==> config.mk <==
export PLATFORM = sky130hd
export DESIGN_NAME = palette_layer
export DESIGN_NICKNAME = d
export VERILOG_FILES = /design/src/hdl/gfx_pkg.sv /design/src/hdl/palette_layer.sv
export SDC_FILE = /design/constraint.sdc
export NUM_CORES = 1
export LEC_CHECK = 0
export ABC_CLOCK_PERIOD_IN_PS = 3500
export BUFFER_PORTS_ARGS = -buffer_cell sky130_fd_sc_hd__clkbuf_2
export CORE_UTILIZATION = 40
export DETAILED_ROUTE_END_ITERATION = 8
export SLEW_MARGIN = 20
export SYNTH_ARGS = -nofsm -noshare
export SYNTH_HDL_FRONTEND = slang
export SYNTH_SLANG_ARGS = --single-unit
==> constraint.sdc <==
create_clock -name CLK -period 3.5 [get_ports CLK]
set_input_delay 0.35 -clock CLK [delete_from_list [all_inputs] [get_ports CLK]]
set_output_delay 0.35 -clock CLK [all_outputs]
set_load 0.01 [all_outputs]
==> src/hdl/gfx_pkg.sv <==
// shared constants for the graphics core: frame geometry, host address map,
// copper opcodes and reset colours. referenced by scoped name only
package gfx_pkg;

	// frame geometry, kept tiny for short sims
	localparam int H_TOTAL  = 32; // clocks per line
	localparam int V_TOTAL  = 20; // lines per frame
	localparam int H_ACTIVE = 24;
	localparam int V_ACTIVE = 16;
	localparam int COORD_W  = 10;

	// word sizes
	localparam int ADDR_W  = 12; // host bus address
	localparam int LIST_AW = 9;  // copper list, 512 words
	localparam int INS_W   = 16;
	localparam int COLOR_W = 12; // 4:4:4 rgb

	// host address map
	localparam logic [ADDR_W-1:0] ADDR_PAL_BASE = 12'hd00; // 16 entries up to 0xd0f
	localparam logic [ADDR_W-1:0] ADDR_XPAN     = 12'hd20;
	localparam logic [ADDR_W-1:0] ADDR_YFLIP    = 12'hd21;
	localparam logic [ADDR_W-1:0] ADDR_BG       = 12'hd22;
	// list window 0x400..0x5ff, compared on address bits 11:9
	localparam logic [ADDR_W-LIST_AW-1:0] ADDR_LIST_SEL = 3'b010;

	// copper opcodes, instruction bits 15:12
	localparam logic [3:0] OP_NOP    = 4'h0;
	localparam logic [3:0] OP_WAIT_Y = 4'h1; // operand = line
	localparam logic [3:0] OP_WRITE  = 4'h2; // operand = reg addr, next word = data
	localparam logic [3:0] OP_JUMP   = 4'h3; // operand = list addr
	localparam logic [3:0] OP_SET_BG = 4'h7; // operand = colour
	localparam logic [3:0] OP_HALT   = 4'hf;

	// reset colours
	localparam logic [COLOR_W-1:0] BG_RESET = 12'hf00;

endpackage

==> src/hdl/palette_layer.sv <==
// 16 entry palette with host and copper write ports, copper first.
// turns the panned x coordinate into one registered 12-bit pixel per clock
`timescale 1ns/1ns

module palette_layer (
	input  logic                        CLK,
	input  logic                        RSTb,

	input  logic [gfx_pkg::ADDR_W-1:0]  ADDRESS,
	input  logic [gfx_pkg::INS_W-1:0]   DATA_IN,
	input  logic                        WR,

	input  logic [gfx_pkg::ADDR_W-1:0]  COPPER_ADDRESS,
	input  logic [gfx_pkg::INS_W-1:0]   COPPER_DATA_OUT,
	input  logic                        COPPER_WR,

	input  logic [gfx_pkg::COLOR_W-1:0] background_color,
	input  logic [gfx_pkg::COORD_W-1:0] display_x,
	input  logic [gfx_pkg::COORD_W-1:0] display_y,
	input  logic [gfx_pkg::COORD_W-1:0] display_x_out,

	output logic [gfx_pkg::COLOR_W-1:0] rgb
);

	logic [gfx_pkg::COLOR_W-1:0] palette [16];
	logic [gfx_pkg::COLOR_W-1:0] entry;
	logic                        host_hit;
	logic                        cop_hit;
	logic                        visible;

	// palette window 0xd00..0xd0f
	assign host_hit = WR &&
		(ADDRESS[gfx_pkg::ADDR_W-1:4] == gfx_pkg::ADDR_PAL_BASE[gfx_pkg::ADDR_W-1:4]);
	assign cop_hit  = COPPER_WR &&
		(COPPER_ADDRESS[gfx_pkg::ADDR_W-1:4] == gfx_pkg::ADDR_PAL_BASE[gfx_pkg::ADDR_W-1:4]);

	always_ff @(posedge CLK) begin
		if (!RSTb) begin
			for (int i = 0; i < 16; i++)
				palette[i] <= '0;
		end else begin
			if (host_hit)
				palette[ADDRESS[3:0]] <= DATA_IN[gfx_pkg::COLOR_W-1:0];
			if (cop_hit) // later assignment, copper wins a clash
				palette[COPPER_ADDRESS[3:0]] <= COPPER_DATA_OUT[gfx_pkg::COLOR_W-1:0];
		end
	end

	// raw coordinates decide visibility, panned x picks the entry
	assign visible = (display_x < gfx_pkg::H_ACTIVE) && (display_y < gfx_pkg::V_ACTIVE);
	assign entry   = palette[display_x_out[3:0]];

	always_ff @(posedge CLK) begin
		if (!RSTb) begin
			rgb <= '0;
		end else if (!visible) begin
			rgb <= '0; // blanking
		end else if (entry == '0) begin
			rgb <= background_color; // entry 0 is transparent
		end else begin
			rgb <= entry;
		end
	end

	// blank one clock after leaving the visible area
	a_blank_outside: assert property (@(posedge CLK) disable iff (!RSTb)
		!$past(visible) |-> rgb == '0);

endmodule

Word level (Yosys, flattened, before mapping)
Memory sizes are Yosys's and may differ from the RTL's.
Index checks and enable logic that the tools add are counted.
- register bits after elaboration: 12
- latch bits: 0
- bits in writable memories: 192
- ROM bits: 0
- memories kept: 1
- memory list (memory ; words ; width ; rd ports ; clocked after memory_dff ; write ports ; RTL line ; text):
    palette ; 16 ; 12 ; 1 ; 0 ; 16 ; palette_layer.sv:25 ; logic [gfx_pkg::COLOR_W-1:0] palette [16];
- add/sub/neg operators: 0
- multipliers: 0
- div/mod/pow operators: 0
- $lt $le $gt $ge: 2
- eq/ne operators: 2
- shift operators: 0
- multiplexer cells: 14
- bitwise operators: 0
- reduce and logical (&&, ||, !) cells: 7
- operator list (kind ; count):
    $mux 12 ; 3
    $reduce_or 12->1 ; 2
    $lt 10x5->1 const B ; 2
    $eq 8x8->1 const B ; 2
    $logic_not 12->1 ; 1
    $mux 1 ; 9
    $mux 4 ; 2
    $logic_and 1x1->1 ; 3
    $reduce_and 2->1 ; 1

Depth between registers and ports, before layout
- word-level depth: 7
- depth in mapped cells: 9

Least setup slack after synthesis
Ideal clock, no wire load.
- path type: input to register
- from: input port ADDRESS[5] in the netlist's numbering
- to: memory palette[0][0] in the netlist's numbering, enable pin
- arrival: 2.940 ns
- required time: 3.075 ns
- slack: 0.135 ns
- stages: 4
- cell sequence: or4_1 > nor4_1 > nand2b_1 > o311ai_0
- RTL lines (element ; RTL line ; text):
    from (decl) ; palette_layer.sv:9 ; input logic [gfx_pkg::ADDR_W-1:0] ADDRESS,
    to (decl) ; palette_layer.sv:25 ;

Final worst setup path
- from: memory palette[11][6] in the netlist's numbering
- to: register rgb[11] in the netlist's numbering
- cells in the longest elaborated chain, start to end: 3
- RTL lines (element ; RTL line ; text):
    $mem_v2 16x12 ; - ;
    $logic_not 12->1 ; palette_layer.sv:58 ; end else if (entry == '0) begin
    $mux 12 ; palette_layer.sv:58 ;
    to (signal assigned) ; palette_layer.sv:59 ; rgb <= background_color;
    to (signal assigned) ; palette_layer.sv:61 ; rgb <= entry;
    to (decl) ; palette_layer.sv:22 ; output logic [gfx_pkg::COLOR_W-1:0] rgb
No other way between the ends.
A chain may end at the register's enable or synchronous reset.

==> run metrics <==
Final ANT Viol Nets=0; # DRC=0; CTS tree=yes; min-delay worst type=primary input to flop; Async S/R FF share, synth=0%; CORE AREA=roughly 25000 um2; Total Wirelength=30100 um; Die Y=between 150 and 200 um; PwrDens=487 nW/um2; DIE WIDTH=162 um; Worst-Skew Late Latency=0.51 ns; Final GP Congestion=0.806; row cnt=58; synthesis warning total=0; cell area after synthesis=10200 um2; die area=26200 um2; post_cts resized=0; RSZ-0062 raised after global routing=false; highest clock rate=402 MHz; first-iteration detailed-routing DRC count=780; R2R Path Start=palette[11][6]; Synth Flop Type=edfxtp_1; crit start category=flop; peak supply drop=a little over 0.3 mV; initial antenna violation count=1; share of the synthesized area in the top cell type=56.5%; largest net degree at the start of global routing=slightly below 50; Mapped Nets=813; register area share after synthesis=around 59%; via count=7154; buffers added on ports=92; FF+latch count, synth=204; most area-hungry cell type in the Yosys netlist=edfxtp_1; WP data arrival=2.90 ns; crit path time final=2.49 ns; iteration count of the initial detailed-routing pass=5; HPWL after DPL=around 19000 um; Max Slew Vio Count=0; max_cap viols=0; Reg clk slew, reported paths=0.06 ns; CP endpoint kind=flop; first-pass GRT wire length=44100 um; Final setup viols=0; final setup TNS=0 ns; Post-synth EDFFs=192; Worst EP required=3.91 ns; Setup Crit Path Kind=flop to flop; Slew @ Worst Pin=0.980 ns; period utilisation layout=71.1%; status=complete, no violations; Min-Delay Startpoint=background_color[9]; Vias/cell=6.36; final hold vios=0; ANT cells=0; Max Fanout on Critical Path=12; overall power=5.80 mW; P_leak=approximately 4.2 nW; Synth cell types=36; Gate Count Post-Synth=just over 700; post-cts hold buffer count=0; share of cells above drive strength 1=30.6%; Bufs on Longest Clock Path=3; routed len/inst=26.8 um; NumNets Final=880; Max H-tree Level=1; Sinks on Clock Net=204; # Post-CTS Setup Buffers=0; syn avg cell area=approximately 14 um2; Slew HR=roughly 35%; clk root buf=clkbuf_16; Synth area leaders=edfxtp_1 56%, a22o_1 17%, mux4_2 11%; GRT Util Overall=a little under a quarter; Area growth syn-to-layout=16.7%; total grt overflow=0; # fillers=between 2000 and 2500; top-count cell post-synth=a22o_1; Setup crit start=palette[11][6]; io pins=114; vias in the first global route=7067; Post-synth top cells=194 x a22o_1, 192 x edfxtp_1, 48 x mux4_2; Initial Util=40.6%; Inserted Clock Buffers=23; Fin Clk Skew=0.0177 ns
[through the flow]
step | utilization [%] | setup WS (ns) | instances | area [um2] | hold WS (ns)
floorplan | - | 0.135 | 711 | 10200 | 0.494
global placement | 44.4 | 0.710 | 1083 | 11100 | 0.592
detailed placement | 44.4 | 0.637 | 1083 | 11100 | 0.592
CTS | 47.5 | 0.998 | 1124 | 11900 | 0.0746
global route | 47.5 | 0.717 | 1124 | 11900 | 0.0812
finish | 47.5 | 1.01 | 1124 | 11900 | 0.0830
[routing by layer]
| layer | track usage, % | wire (um) | up-vias |
|---|---|---|---|
| met5 | 0 | 0 | - |
| met4 | 7.29 | 911 | 0 |
| met3 | 4.67 | 3210 | 44 |
| met2 | 36.4 | 14000 | 440 |
| met1 | 31.9 | 12100 | 3592 |
| li1 | - | - | 3078 |
[cell type report]
class / instances / area, um2 / area share, %
well taps: 330 / 413 / 3.47
multi-input cells: 398 / 3790 / 31.8
flip-flops and latches: 204 / 6010 / 50.4
inverters: 5 / 18.8 / 0.158
repair buffers: 146 / 906 / 7.60
clock buffers: 26 / 587 / 4.92
clock inverters: 15 / 191 / 1.61
[state kept, by name (all words and copies together) (netlist names)]
register  flops
rgb          12
palette     192
[cell families (layout without fill, tap and decap cells)]
group	Yosys count	after routing	synth area share (%)
AND/OR/NAND/NOR	105	105	5.70
AO/OA/AOI/OAI	243	243	20.0
buffers and inverters	109	192	4.61
flip-flops	204	204	58.8
multiplexers	50	50	10.8
[layout by cell type, fill, tap and decap left out, types with 5 or more instances in the layout]
cell type / netlist / routed
a22o_1: 194 / 194
edfxtp_1: 192 / 192
clkbuf_2: 0 / 91
buf_4: 1 / 52
mux4_2: 48 / 48
nand2_1: 28 / 28
clkbuf_16: 0 / 23
a22oi_1: 20 / 20
nor2_1: 16 / 16
nand3_1: 13 / 13
dfxtp_1: 12 / 12
o21ai_1: 9 / 11
nor3_1: 13 / 10
o221ai_1: 9 / 9
nor3_2: 4 / 7
clkinv_1: 0 / 7
nand2b_1: 5 / 5
inv_1: 5 / 5
nor2b_1: 5 / 5
bufinv_16: 0 / 5
[worst max-delay path, stage by stage, from the launching register on]
cell and delay [ns]:
edfxtp_1 0.36, mux4_2 0.53, a22oi_1 0.37, nand2_1 0.22, nor4_4 0.57, nand3_1 0.16, o21ai_0 0.19
[worst paths after layout]
kind              endpoint  slack, ns  depth (start not counted)
hold / removal      rgb[9]       0.08                          3
setup reg to reg   rgb[11]       1.01                          6
hold reg to reg     rgb[7]       0.84                          5
setup / recovery   rgb[11]       1.01                          6
[report_power, final]
part	internal [mW]	leakage [nW]	switching, mW
logic	0.175	1.85	0.314
registers	2.77	1.92	0.0291
clock network	1.56	0.380	0.945
No activity file was read; power rests on OpenSTA's default activity.
