<file path="config.mk">
export PLATFORM = sky130hd
export DESIGN_NAME = video_timing
export DESIGN_NICKNAME = d
export VERILOG_FILES = /design/src/hdl/gfx_pkg.sv /design/src/hdl/video_timing.sv
export SDC_FILE = /design/constraint.sdc
export NUM_CORES = 1
export LEC_CHECK = 0
export ABC_AREA = 0
export BUFFER_PORTS_ARGS = -buffer_cell sky130_fd_sc_hd__buf_4
export CORE_UTILIZATION = 37
export DETAILED_ROUTE_END_ITERATION = 8
export SYNTH_ARGS = -nofsm -noshare
export SYNTH_HDL_FRONTEND = slang
export SYNTH_SLANG_ARGS = --single-unit
export TNS_END_PERCENT = 50
</file>
<file path="constraint.sdc">
create_clock -name CLK -period 2.5 [get_ports CLK]
set_input_delay 0.375 -clock CLK [delete_from_list [all_inputs] [get_ports CLK]]
set_output_delay 0.375 -clock CLK [all_outputs]
set_load 0.03 [all_outputs]
</file>
<file path="src/hdl/gfx_pkg.sv">
// shared constants for the graphics core: frame geometry, host address map,
// copper opcodes and reset colours. referenced by scoped name only
package gfx_pkg;

	// frame geometry, kept tiny for short sims
	localparam int H_TOTAL  = 32; // clocks per line
	localparam int V_TOTAL  = 20; // lines per frame
	localparam int H_ACTIVE = 24;
	localparam int V_ACTIVE = 16;
	localparam int COORD_W  = 10;

	// word sizes
	localparam int ADDR_W  = 12; // host bus address
	localparam int LIST_AW = 9;  // copper list, 512 words
	localparam int INS_W   = 16;
	localparam int COLOR_W = 12; // 4:4:4 rgb

	// host address map
	localparam logic [ADDR_W-1:0] ADDR_PAL_BASE = 12'hd00; // 16 entries up to 0xd0f
	localparam logic [ADDR_W-1:0] ADDR_XPAN     = 12'hd20;
	localparam logic [ADDR_W-1:0] ADDR_YFLIP    = 12'hd21;
	localparam logic [ADDR_W-1:0] ADDR_BG       = 12'hd22;
	// list window 0x400..0x5ff, compared on address bits 11:9
	localparam logic [ADDR_W-LIST_AW-1:0] ADDR_LIST_SEL = 3'b010;

	// copper opcodes, instruction bits 15:12
	localparam logic [3:0] OP_NOP    = 4'h0;
	localparam logic [3:0] OP_WAIT_Y = 4'h1; // operand = line
	localparam logic [3:0] OP_WRITE  = 4'h2; // operand = reg addr, next word = data
	localparam logic [3:0] OP_JUMP   = 4'h3; // operand = list addr
	localparam logic [3:0] OP_SET_BG = 4'h7; // operand = colour
	localparam logic [3:0] OP_HALT   = 4'hf;

	// reset colours
	localparam logic [COLOR_W-1:0] BG_RESET = 12'hf00;

endpackage

</file>
<file path="src/hdl/video_timing.sv">
// raster counters for the display. gives the current pixel position plus
// end-of-line and start-of-frame strobes, valid from the first clock after reset
`timescale 1ns/1ns

module video_timing (
	input  logic                        CLK,
	input  logic                        RSTb,

	output logic [gfx_pkg::COORD_W-1:0] display_x,
	output logic [gfx_pkg::COORD_W-1:0] display_y,
	output logic                        H_tick,
	output logic                        V_tick
);

	logic last_x;
	logic last_y;

	assign last_x = (display_x == gfx_pkg::H_TOTAL - 1);
	assign last_y = (display_y == gfx_pkg::V_TOTAL - 1);

	// pixel counter
	always_ff @(posedge CLK) begin
		if (!RSTb) begin
			display_x <= '0;
		end else if (last_x) begin
			display_x <= '0;
		end else begin
			display_x <= display_x + 1'b1;
		end
	end

	// line counter, steps at end of line
	always_ff @(posedge CLK) begin
		if (!RSTb) begin
			display_y <= '0;
		end else if (last_x) begin
			if (last_y)
				display_y <= '0; // wrap to new frame
			else
				display_y <= display_y + 1'b1;
		end
	end

	assign H_tick = last_x;                                   // last clock of line
	assign V_tick = (display_x == '0) && (display_y == '0);   // frame origin

	// counters must never leave the frame
	a_coord_range: assert property (@(posedge CLK) disable iff (!RSTb)
		(display_x < gfx_pkg::H_TOTAL) && (display_y < gfx_pkg::V_TOTAL));

endmodule

</file>
### Word-level counts from Yosys, hierarchy flattened

Cells that the tools add are included.

| storage, ports and cells | value |
|---|---|
| register bits after elaboration | 20 |
| output and inout bits | 22 |

| cells by class | value |
|---|---|
| add/sub/neg operators | 2 |
| eq/ne operators | 2 |
| multiplexer cells | 1 |
| bitwise operators | 1 |
| reductions and logical operators | 4 |

Operators with widths:

| cell | count |
|---|---|
| $add A10 B1 Y10 const B | 2 |
| $eq A10 B5 Y1 const B | 2 |
| $logic_not A10 Y1 | 2 |
| $mux W10 | 1 |
| $reduce_or A2 Y1 | 1 |
| $logic_and A1 B1 Y1 | 1 |
| $not A1 Y1 | 1 |

### Longest topological paths before layout

Gate-level depths: netlist of the first run.

| logic depth | value |
|---|---|
| word-level depth | 2 |
| mapped depth | 7 |

### Worst setup path after synthesis of the first run

OpenSTA, ideal clock, no wires.

| timing | value |
|---|---|
| kind | flip-flop to flip-flop |
| start | register display_x[0] in the netlist's numbering |
| end | register display_y[5] in the netlist's numbering |
| data arrival time | 1.947 ns |
| required time | 2.428 ns |
| slack | 0.481 ns |
| stages on the path, launching flop included | 8 |
| path buffers | 2 |
| clock period less this slack | 2.019 ns |
| path through | dfxtp_1 -> ha_1 -> and4_1 -> buf_4 -> nand3_2 -> buf_6 -> or4_1 -> a21oi_1 |

| between the ends | value |
|---|---|
| cells in the longest elaborated chain, start to end | 1 |

Ends and longest elaborated chain:

| element | RTL line | text |
|---|---|---|
| from (decl) | video_timing.sv:9 | `output logic [gfx_pkg::COORD_W-1:0] display_x,` |
| from (signal assigned) | video_timing.sv:28 | `display_x <= display_x + 1'b1;` |
| $eq A10 B5 Y1 | video_timing.sv:18 | `assign last_x = (display_x == gfx_pkg::H_TOTAL - 1);` |
| to (signal assigned) | video_timing.sv:40 | `display_y <= display_y + 1'b1;` |
| to (decl) | video_timing.sv:10 | `output logic [gfx_pkg::COORD_W-1:0] display_y,` |

No other way between the ends.
A chain may end at the register's enable or synchronous reset.

### Worst setup path after layout of the first run

| timing | value |
|---|---|
| start | register display_x[0] in the netlist's numbering |
| end | output H_tick |

| between the ends | value |
|---|---|
| cells in the longest elaborated chain, start to end | 1 |

Ends and longest elaborated chain:

| element | RTL line | text |
|---|---|---|
| $eq A10 B5 Y1 | video_timing.sv:18 |  |
| to (decl) | video_timing.sv:11 | `output logic H_tick,` |

No other way between the ends.

==> results.yml, run 1 <==
power_and_ir_drop:
  p_per_area_nw_per_um2: 463
  peakVddDrop_uv: 346
  leakagePower_nw: 0.517
worst_setup_path:
  start_kind: "flip-flop"
  cp_slowest_stage_delay_ps: 430
  slowest_stage: "dfxtp_1"
  ff2ff_path_depth: 5
  worstSetupPathType: "flip-flop to output port"
  arrival_ps: 1840
  path_cells: "ha_1, and4_1, nand3_2, inv_1, buf_4"
  end_kind: "output port"
  critPathRequiredTime_ps: 2120
  cp_max_fo: 11
cts:
  post_cts_buffers: 0
  cts_resized: 0
  clk_pin_slew_worst_paths_ps: 110
  clockBufferDepth: 2
  cts.sinks: 20
  insertion_delay_ps: 300
  postCtsHoldBufs: 0
  cts_tree: "built"
  root_buffer: "clkbuf_4"
  htree_levels: 1
  numCtsBuffers: 3
synth:
  synthesis.nets: 120
  yosys_warnings: 0
  synth_area_per_cell_um2: 8.68
  ys_seq_area_frac: 0.405
  synthesis.area_um2: 990
  synth.area.top_cells: "dfxtp_1 40%, nor2_1 5.3%, xnor2_1 5.3%"
  syn_inst: 114
  yosys.area.top_type_share: 0.405
  ys_ff_latch: 20
  yosysTopAreaCell: "dfxtp_1"
  post_synth_num_cell_types: 30
final_layout:
  final_cell_mix: "23 x buf_4, 20 x dfxtp_1, 14 x nor2_1"
  antenna_cells: 0
  final_common_cell: "buf_4"
  drive_gt1_frac: 0.210
  area.growth.synth_to_final_pct: 22.6
  fillers: 260
  nNetsFinal: 145
placement:
  gp_congestion: 0.809
  pre_cts_ws_ps: 449
  port_buffers: 23
  dp_hpwl_mm: 1.56
drt:
  route.detailed.drc: 0
  first_pass_iters: 4
  num_vias: 871
  vias_per_cell: 5.18
  drt_iter0_drc: 16
  drt.antenna.violating_nets: 0
  wire_per_inst_um: 13.1
  wirelength_mm: 2.20
sta:
  timing.final.ws_setup_ps: 284
  max_freq_ghz: 0.451
  post-route-period-util: 0.886
  hold_viol: 0
  rsz0062_at_grt: "false"
  final-setup-viol-count: 0
  finalSetupTns_ps: 0
  tightest_slew_ps: 520
  slew_violations: 0
  skew_ps: 2.74
  period_needed_ps: 2220
  maxSlewHeadroom: 0.651
die:
  die_area_um2: 2890
  start_util: 0.396
  die_height_um: 53.7
  core_um2: 2500
  rows: 18
  die_w_um: 53.7
  io_pins: 24
status:
  run_status: "completed"
run:
  maxCapViolations: 0
grt:
  grt_first_pass_wirelength_mm: 3.53
  overflow: 0
  grtUsageTotal: 0.171
  grt_max_degree: 12
  grt_pass1_vias: 758
  antenna_found_initial: 0
min_path:
  min_path_type: "primary input to flip-flop"
  min_path_cells: 2
-- layout make-up --
| cell class | count | area [um^2] | share of cell area |
|---|---|---|---|
| Inverter | 6 | 22.5 | 0.0186 |
| Timing Repair Buffer | 23 | 173 | 0.142 |
| Tap cell | 30 | 37.5 | 0.0309 |
| Multi-Input combinational cell | 85 | 544 | 0.448 |
| Sequential cell | 20 | 400 | 0.330 |
| Clock buffer | 4 | 36.3 | 0.0299 |
-- synthesized netlist by cell type --
library cell / number
a21oi_1: 4
and2_1: 3
and3_1: 3
and4_1: 2
buf_4: 1
buf_6: 1
clkbuf_1: 1
dfxtp_1: 20
ha_1: 4
inv_1: 6
mux2i_1: 2
nand2_1: 11
nand3_1: 4
nand3_2: 1
nand3b_1: 1
nand4_1: 6
nand4b_1: 1
nor2_1: 14
nor3_1: 4
nor3_2: 1
nor4_1: 1
nor4b_1: 1
nor4bb_1: 1
o21ai_0: 1
o21ai_1: 1
o22ai_1: 1
o31ai_1: 3
or4_1: 3
xnor2_1: 6
xor2_1: 6
-- path summary, 6_finish.rpt --
| check | slack (ps) | to | startpoint |
|---|---|---|---|
| min | 350 | display_x[6] | RSTb |
| max | 280 | H_tick | display_x[0] |
| min reg2reg | 510 | display_x[0] | display_x[0] |
| max reg2reg | 430 | display_y[8] | display_x[0] |
-- kinds of logic (layout without fill, tap and decap cells) --
kind of cell	after synthesis	in the layout	synth area share
XOR/XNOR	12	12	0.106
AND/OR/NAND/NOR	57	57	0.314
multiplexers	2	2	0.0202
AO/OA/AOI/OAI	10	10	0.0594
buffers and inverters	9	33	0.0455
flip-flops	20	20	0.405
adder cells (fa/ha/maj)	4	4	0.0506
-- per-layer routing --
metal  part of all wire  GRT usage
met4             0.0046     0.0395
met3              0.040     0.0593
met2               0.45      0.261
met1               0.51      0.229
met5                  0          0
-- critical path: cells and delay by family, from the launching register on --
kind	cells	cell delay, ps
flops	1	430
buf+inv	2	270
fa+ha+maj	1	230
simple gates	2	590
-- flip-flops by register name, summed over array words and instances (netlist names) --
name       flops
display_y     10
display_x     10
-- stage by stage --
| stage | power (mW) | cells | instance area (um^2) | hold slack (ps) | util |
|---|---|---|---|---|---|
| after floorplan | 0.361 | 114 | 990 | 497 | - |
| after global placement | 0.378 | 164 | 1180 | 473 | 0.471 |
| after detailed placement | 0.378 | 164 | 1180 | 483 | 0.471 |
| after CTS | 0.572 | 168 | 1210 | 335 | 0.485 |
| after global routing | 0.587 | 168 | 1210 | 333 | 0.485 |
| final | 0.562 | 168 | 1210 | 348 | 0.485 |
-- power breakdown --
part	leakage, nW	internal (mW)	switching, mW
clock	0.0210	0.0889	0.102
combinational	0.335	0.0154	0.0265
sequential	0.162	0.323	0.00621
total	0.517	0.427	0.134
(Power assumes the default switching activity.)
==> run 2: changes to the inputs <==
--- a/config.mk
+++ b/config.mk
@@ -9,3 +9,3 @@
 export BUFFER_PORTS_ARGS = -buffer_cell sky130_fd_sc_hd__buf_4
-export CORE_UTILIZATION = 37
+export CORE_UTILIZATION = 25
 export DETAILED_ROUTE_END_ITERATION = 8
--- a/constraint.sdc
+++ b/constraint.sdc
@@ -3,2 +3,2 @@
 set_output_delay 0.375 -clock CLK [all_outputs]
-set_load 0.03 [all_outputs]
+set_load 0.1 [all_outputs]
==> run 2 against run 1 <==
Compared with the run above:
- design area rose by 3.7%
- hold slack gained 54 ps
- flip-flop and latch count is the same
- sequential share of layout area fell by 0.68 points
- combinational power increased by 89%
- largest cell class unchanged
- largest power group unchanged
- clock power increased by 7%
- critical path depth is the same
- non-clock buffer count stayed put
==> results.yml, run 2 (synthesized netlist as in run 1, its figures left out) <==
status:
  run_status: "completed"
worst_setup_path:
  ff2ff_path_depth: 5
  timing.rr.end: "display_y[9]"
  cp_max_fo: 11
  rrSetupSlack_ps: 530
  end_kind: "output port"
  start_kind: "flip-flop"
  critPathRequiredTime_ps: 2120
  worstSetupPathType: "flip-flop to output port"
  arrival_ps: 1850
  reg2reg_from: "display_x[0]"
cts:
  cts_tree: "built"
  numCtsBuffers: 3
  postCtsHoldBufs: 0
  clockBufferDepth: 2
  htree_levels: 1
  insertion_delay_ps: 250
  post_cts_buffers: 0
  cts_resized: 0
  clk_pin_slew_worst_paths_ps: 70
  cts.sinks: 20
  root_buffer: "clkbuf_8"
final_layout:
  final_common_cell: "buf_4"
  final_cell_mix: "23 x buf_4, 15 x dfxtp_1, 14 x nor2_1"
  fin_util: 0.339
  drive_gt1_frac: 0.248
  fin_area_um2: 1260
  nNetsFinal: 145
  area.growth.synth_to_final_pct: 27.2
  antenna_cells: 0
  final_cell_count_no_fill: 185
  top_regs: "display_x: 10 flops, display_y: 10 flops"
die:
  die_area_um2: 4210
  rows: 22
  core_um2: 3720
  start_util: 0.266
  io_pins: 24
  die_height_um: 64.9
  die_w_um: 64.9
sta:
  timing.final.ws_setup_ps: 274
  slew_violations: 0
  max_freq_ghz: 0.449
  post-route-period-util: 0.890
  period_needed_ps: 2230
  hold_viol: 0
  maxSlewHeadroom: 0.611
  final-setup-viol-count: 0
  rsz0062_at_grt: "false"
  holdWs_ps: 402
  tightest_slew_ps: 579
  skew_ps: 0.669
  finalSetupTns_ps: 0
min_path:
  hold_end: "display_x[6]"
  min_path_cells: 2
  worstHoldStart: "RSTb"
  min_path_type: "primary input to flip-flop"
drt:
  vias_per_cell: 4.82
  first_pass_iters: 4
  wirelength_mm: 2.31
  drt.antenna.violating_nets: 0
  route.detailed.drc: 0
  num_vias: 891
  wire_per_inst_um: 12.5
  drt_iter0_drc: 21
power_and_ir_drop:
  peakVddDrop_uv: 173
  finalPower_mw: 0.614
  leakagePower_nw: 0.522
  p_per_area_nw_per_um2: 488
placement:
  port_buffers: 23
  place_area_um2: 1220
  dp_hpwl_mm: 1.80
  pre_cts_ws_ps: 516
  gp_congestion: 0.811
  dp_cells: 182
grt:
  grtUsageTotal: 0.121
  overflow: 0
  grt_max_degree: 12
  grt_pass1_vias: 847
  grt_first_pass_wirelength_mm: 3.97
  antenna_found_initial: 0
run:
  maxCapViolations: 0
## run 2: cell count changes in the layout (fill, tap and decap cells not counted)
cell	previous run	this run
dfxtp_1	20	15
dfxtp_2	0	5
clkbuf_4	3	0
clkbuf_8	1	3
nor3_1	4	3
nor3_4	0	1
## run 2: worst max-delay path by stage
stage                      start      endpoint  slack [ps]  cells after the start
floorplan           display_y[0]        V_tick         0.7                      5
global placement    display_x[0]        H_tick         630                      5
detailed placement  display_x[0]  display_y[9]         520                      5
CTS                 display_x[0]        H_tick         250                      5
global route        display_x[0]        H_tick         160                      5
finish              display_x[0]        H_tick         270                      5
## run 2: metal layers
| metal | global-route usage | routed length (um) | up-vias |
|---|---|---|---|
| met2 | 0.201 | 1030 | 23 |
| met4 | 0.0167 | 12 | 0 |
| met3 | 0.0405 | 138 | 2 |
| met5 | 0 | 0 | - |
| li1 | - | - | 447 |
| met1 | 0.154 | 1120 | 419 |
## run 2: critical path, stage by stage (launching register included)
cell	delay, ps
dfxtp_2	380
ha_1	210
and4_1	350
nand3_2	250
inv_1	120
buf_4	290
## run 2: layout make-up
class | instances | area, um^2
clock buffers | 3 | 41.3
fillers | 397 | 2460
inverters | 6 | 22.5
multi-input cells | 85 | 556
flip-flops and latches | 20 | 407
well taps | 48 | 60.1
repair buffers | 23 | 173
## run 2: where the power goes
part           total (mW)  switching, mW  internal (mW)
clock               0.205         0.0974          0.107
sequential          0.330        0.00627          0.324
combinational      0.0794         0.0626         0.0167
total               0.614          0.166          0.447
==> run 3: changes to the inputs <==
Settings changed: BUFFER_PORTS_ARGS -buffer_cell sky130_fd_sc_hd__buf_4 to default, CELL_PAD_IN_SITES_DETAIL_PLACEMENT from default to 0, CELL_PAD_IN_SITES_GLOBAL_PLACEMENT from default to 1, DONT_BUFFER_PORTS from default to 1, PLACE_DENSITY_LB_ADDON from default to 0.1.
==> run 3 against run 2 <==
Compared with the run above:
- clock power increased by 20%
- via count decreased by 2.0%
- design area increased by 2.5%
- critical path depth increased by 1
- critical endpoint is now V_tick
- non-clock buffer count decreased by 1
- sequential power decreased by 1%
- hold slack got worse by 160 ps
- fmax increased by 4.4%
- cell count unchanged
- global-route usage increased by 0.78 points
==> results.yml, run 3 (synthesized netlist as in run 1, its figures left out) <==
final_layout:
  top_regs: "display_x: 10 flops, display_y: 10 flops"
  final_common_cell: "buf_4"
  multi_input_area_um2: 556
  final_cell_count_no_fill: 185
  antenna_cells: 0
  fin_util: 0.347
  regArea_um2: 407
  nNetsFinal: 144
  drive_gt1_frac: 0.248
  area.growth.synth_to_final_pct: 30.3
  fillers: 395
  final_cell_mix: "20 x buf_4, 15 x dfxtp_1, 14 x nor2_1"
min_path:
  min_path_type: "primary input to flip-flop"
drt:
  met2_length_mm: 1.13
  drt.antenna.violating_nets: 0
  num_vias: 873
  wl_met3_um: 101
  vias_per_cell: 4.72
  drt_iter0_drc: 49
  routed.top_layer: "met4"
  wl_met1_mm: 1.18
  wirelength_mm: 2.44
  first_pass_iters: 4
  wire_per_inst_um: 13.2
  route.detailed.drc: 0
sta:
  tightest_slew_ps: 568
  hold_viol: 0
  rsz0062_at_grt: "false"
  holdWs_ps: 238
  post-route-period-util: 0.853
  slew_violations: 0
  maxSlewHeadroom: 0.619
  finalSetupTns_ps: 0
  skew_ps: 1.99
  max_freq_ghz: 0.469
  period_needed_ps: 2130
  final-setup-viol-count: 0
  timing.final.ws_setup_ps: 367
worst_setup_path:
  rrSetupSlack_ps: 600
  worstSetupPathType: "flip-flop to output port"
  ff2ff_path_depth: 5
  endpoint: "V_tick"
  slowest_stage: "dfxtp_1"
  crit_start: "display_y[0]"
  timing.rr.end: "display_y[8]"
  cp_slowest_stage_delay_ps: 360
  start_kind: "flip-flop"
  reg2reg_from: "display_x[1]"
  cp_max_fo: 5
  end_kind: "output port"
  arrival_ps: 1760
  critPathRequiredTime_ps: 2120
  path_cells: "inv_1, ha_1, nor4b_1, nand3b_1, nor3_4, buf_12"
cts:
  cts_tree: "built"
  cts_resized: 0
  post_cts_buffers: 0
  cts.sinks: 20
  clk_pin_slew_worst_paths_ps: 80
  htree_levels: 1
  postCtsHoldBufs: 0
  root_buffer: "clkbuf_8"
  clockBufferDepth: 2
  insertion_delay_ps: 250
  numCtsBuffers: 3
power_and_ir_drop:
  p_seq_frac: 0.493
  peakVddDrop_uv: 208
  power.switching_mw: 0.175
  internal_power_mw: 0.485
  pwr-share-comb: 0.134
  p_per_area_nw_per_um2: 512
  clock_power_share: 0.373
  leakagePower_nw: 0.532
  p_sw_frac: 0.265
die:
  core_um2: 3720
  io_pins: 24
  start_util: 0.266
  die_area_um2: 4210
  die_height_um: 64.9
  rows: 22
  die_w_um: 64.9
grt:
  grt_first_pass_wirelength_mm: 4.11
  grtUsageTotal: 0.129
  grt_pass1_vias: 831
  grt_max_degree: 12
  antenna_found_initial: 0
  overflow: 0
run:
  maxCapViolations: 0
status:
  run_status: "completed"
placement:
  port_buffers: 0
  gp_congestion: 0.719
  pre_cts_ws_ps: 614
  dp_cells: 181
  dp_hpwl_mm: 1.87
==> run 3: how the worst min path moves through the flow <==
stage               start            to  slack, ps  cells after the start
floorplan            RSTb  display_x[2]        500                      1
global placement     RSTb  display_x[2]        500                      1
detailed placement   RSTb  display_x[6]        500                      1
CTS                  RSTb  display_x[6]        230                      1
global route         RSTb  display_x[2]        230                      1
finish               RSTb  display_x[6]        240                      1
==> run 3: metrics by stage <==
stage	total power, mW	instance area, um^2
after global routing	0.690	1290
after CTS	0.670	1290
after floorplan	0.399	1010
final	0.660	1290
after detailed placement	0.422	1230
after global placement	0.423	1230
==> run 3: metal layers <==
metal | up-vias | GRT usage
met3 | 2 | 0.0282
met4 | 0 | 0.0583
met2 | 13 | 0.199
met5 | - | 0
met1 | 411 | 0.169
li1 | 447 | -
==> run 3: area by class of cell <==
| cell class | instances | area share |
|---|---|---|
| well taps | 48 | 0.0466 |
| inverters | 6 | 0.0175 |
| clock buffers | 4 | 0.0427 |
| flip-flops and latches | 20 | 0.315 |
| repair buffers | 22 | 0.147 |
| multi-input cells | 85 | 0.431 |
==> run 3: worst max-delay path, delay by kind of cell (launching register included) <==
family	cells	cell delay (ps)
buffers and inverters	2	300
adders and majority gates	1	160
and+or+nand+nor	3	680
DFF	1	360
==> run 3: power groups by stage <==
| stage | sequential, mW | combinational, mW | clock (mW) |
|---|---|---|---|
| after floorplan | 0.365 | 0.0336 | 0 |
| after global placement | 0.333 | 0.0899 | 0 |
| after detailed placement | 0.333 | 0.0893 | 0 |
| after CTS | 0.325 | 0.0894 | 0.256 |
| after global routing | 0.326 | 0.0934 | 0.271 |
| final | 0.326 | 0.0884 | 0.246 |
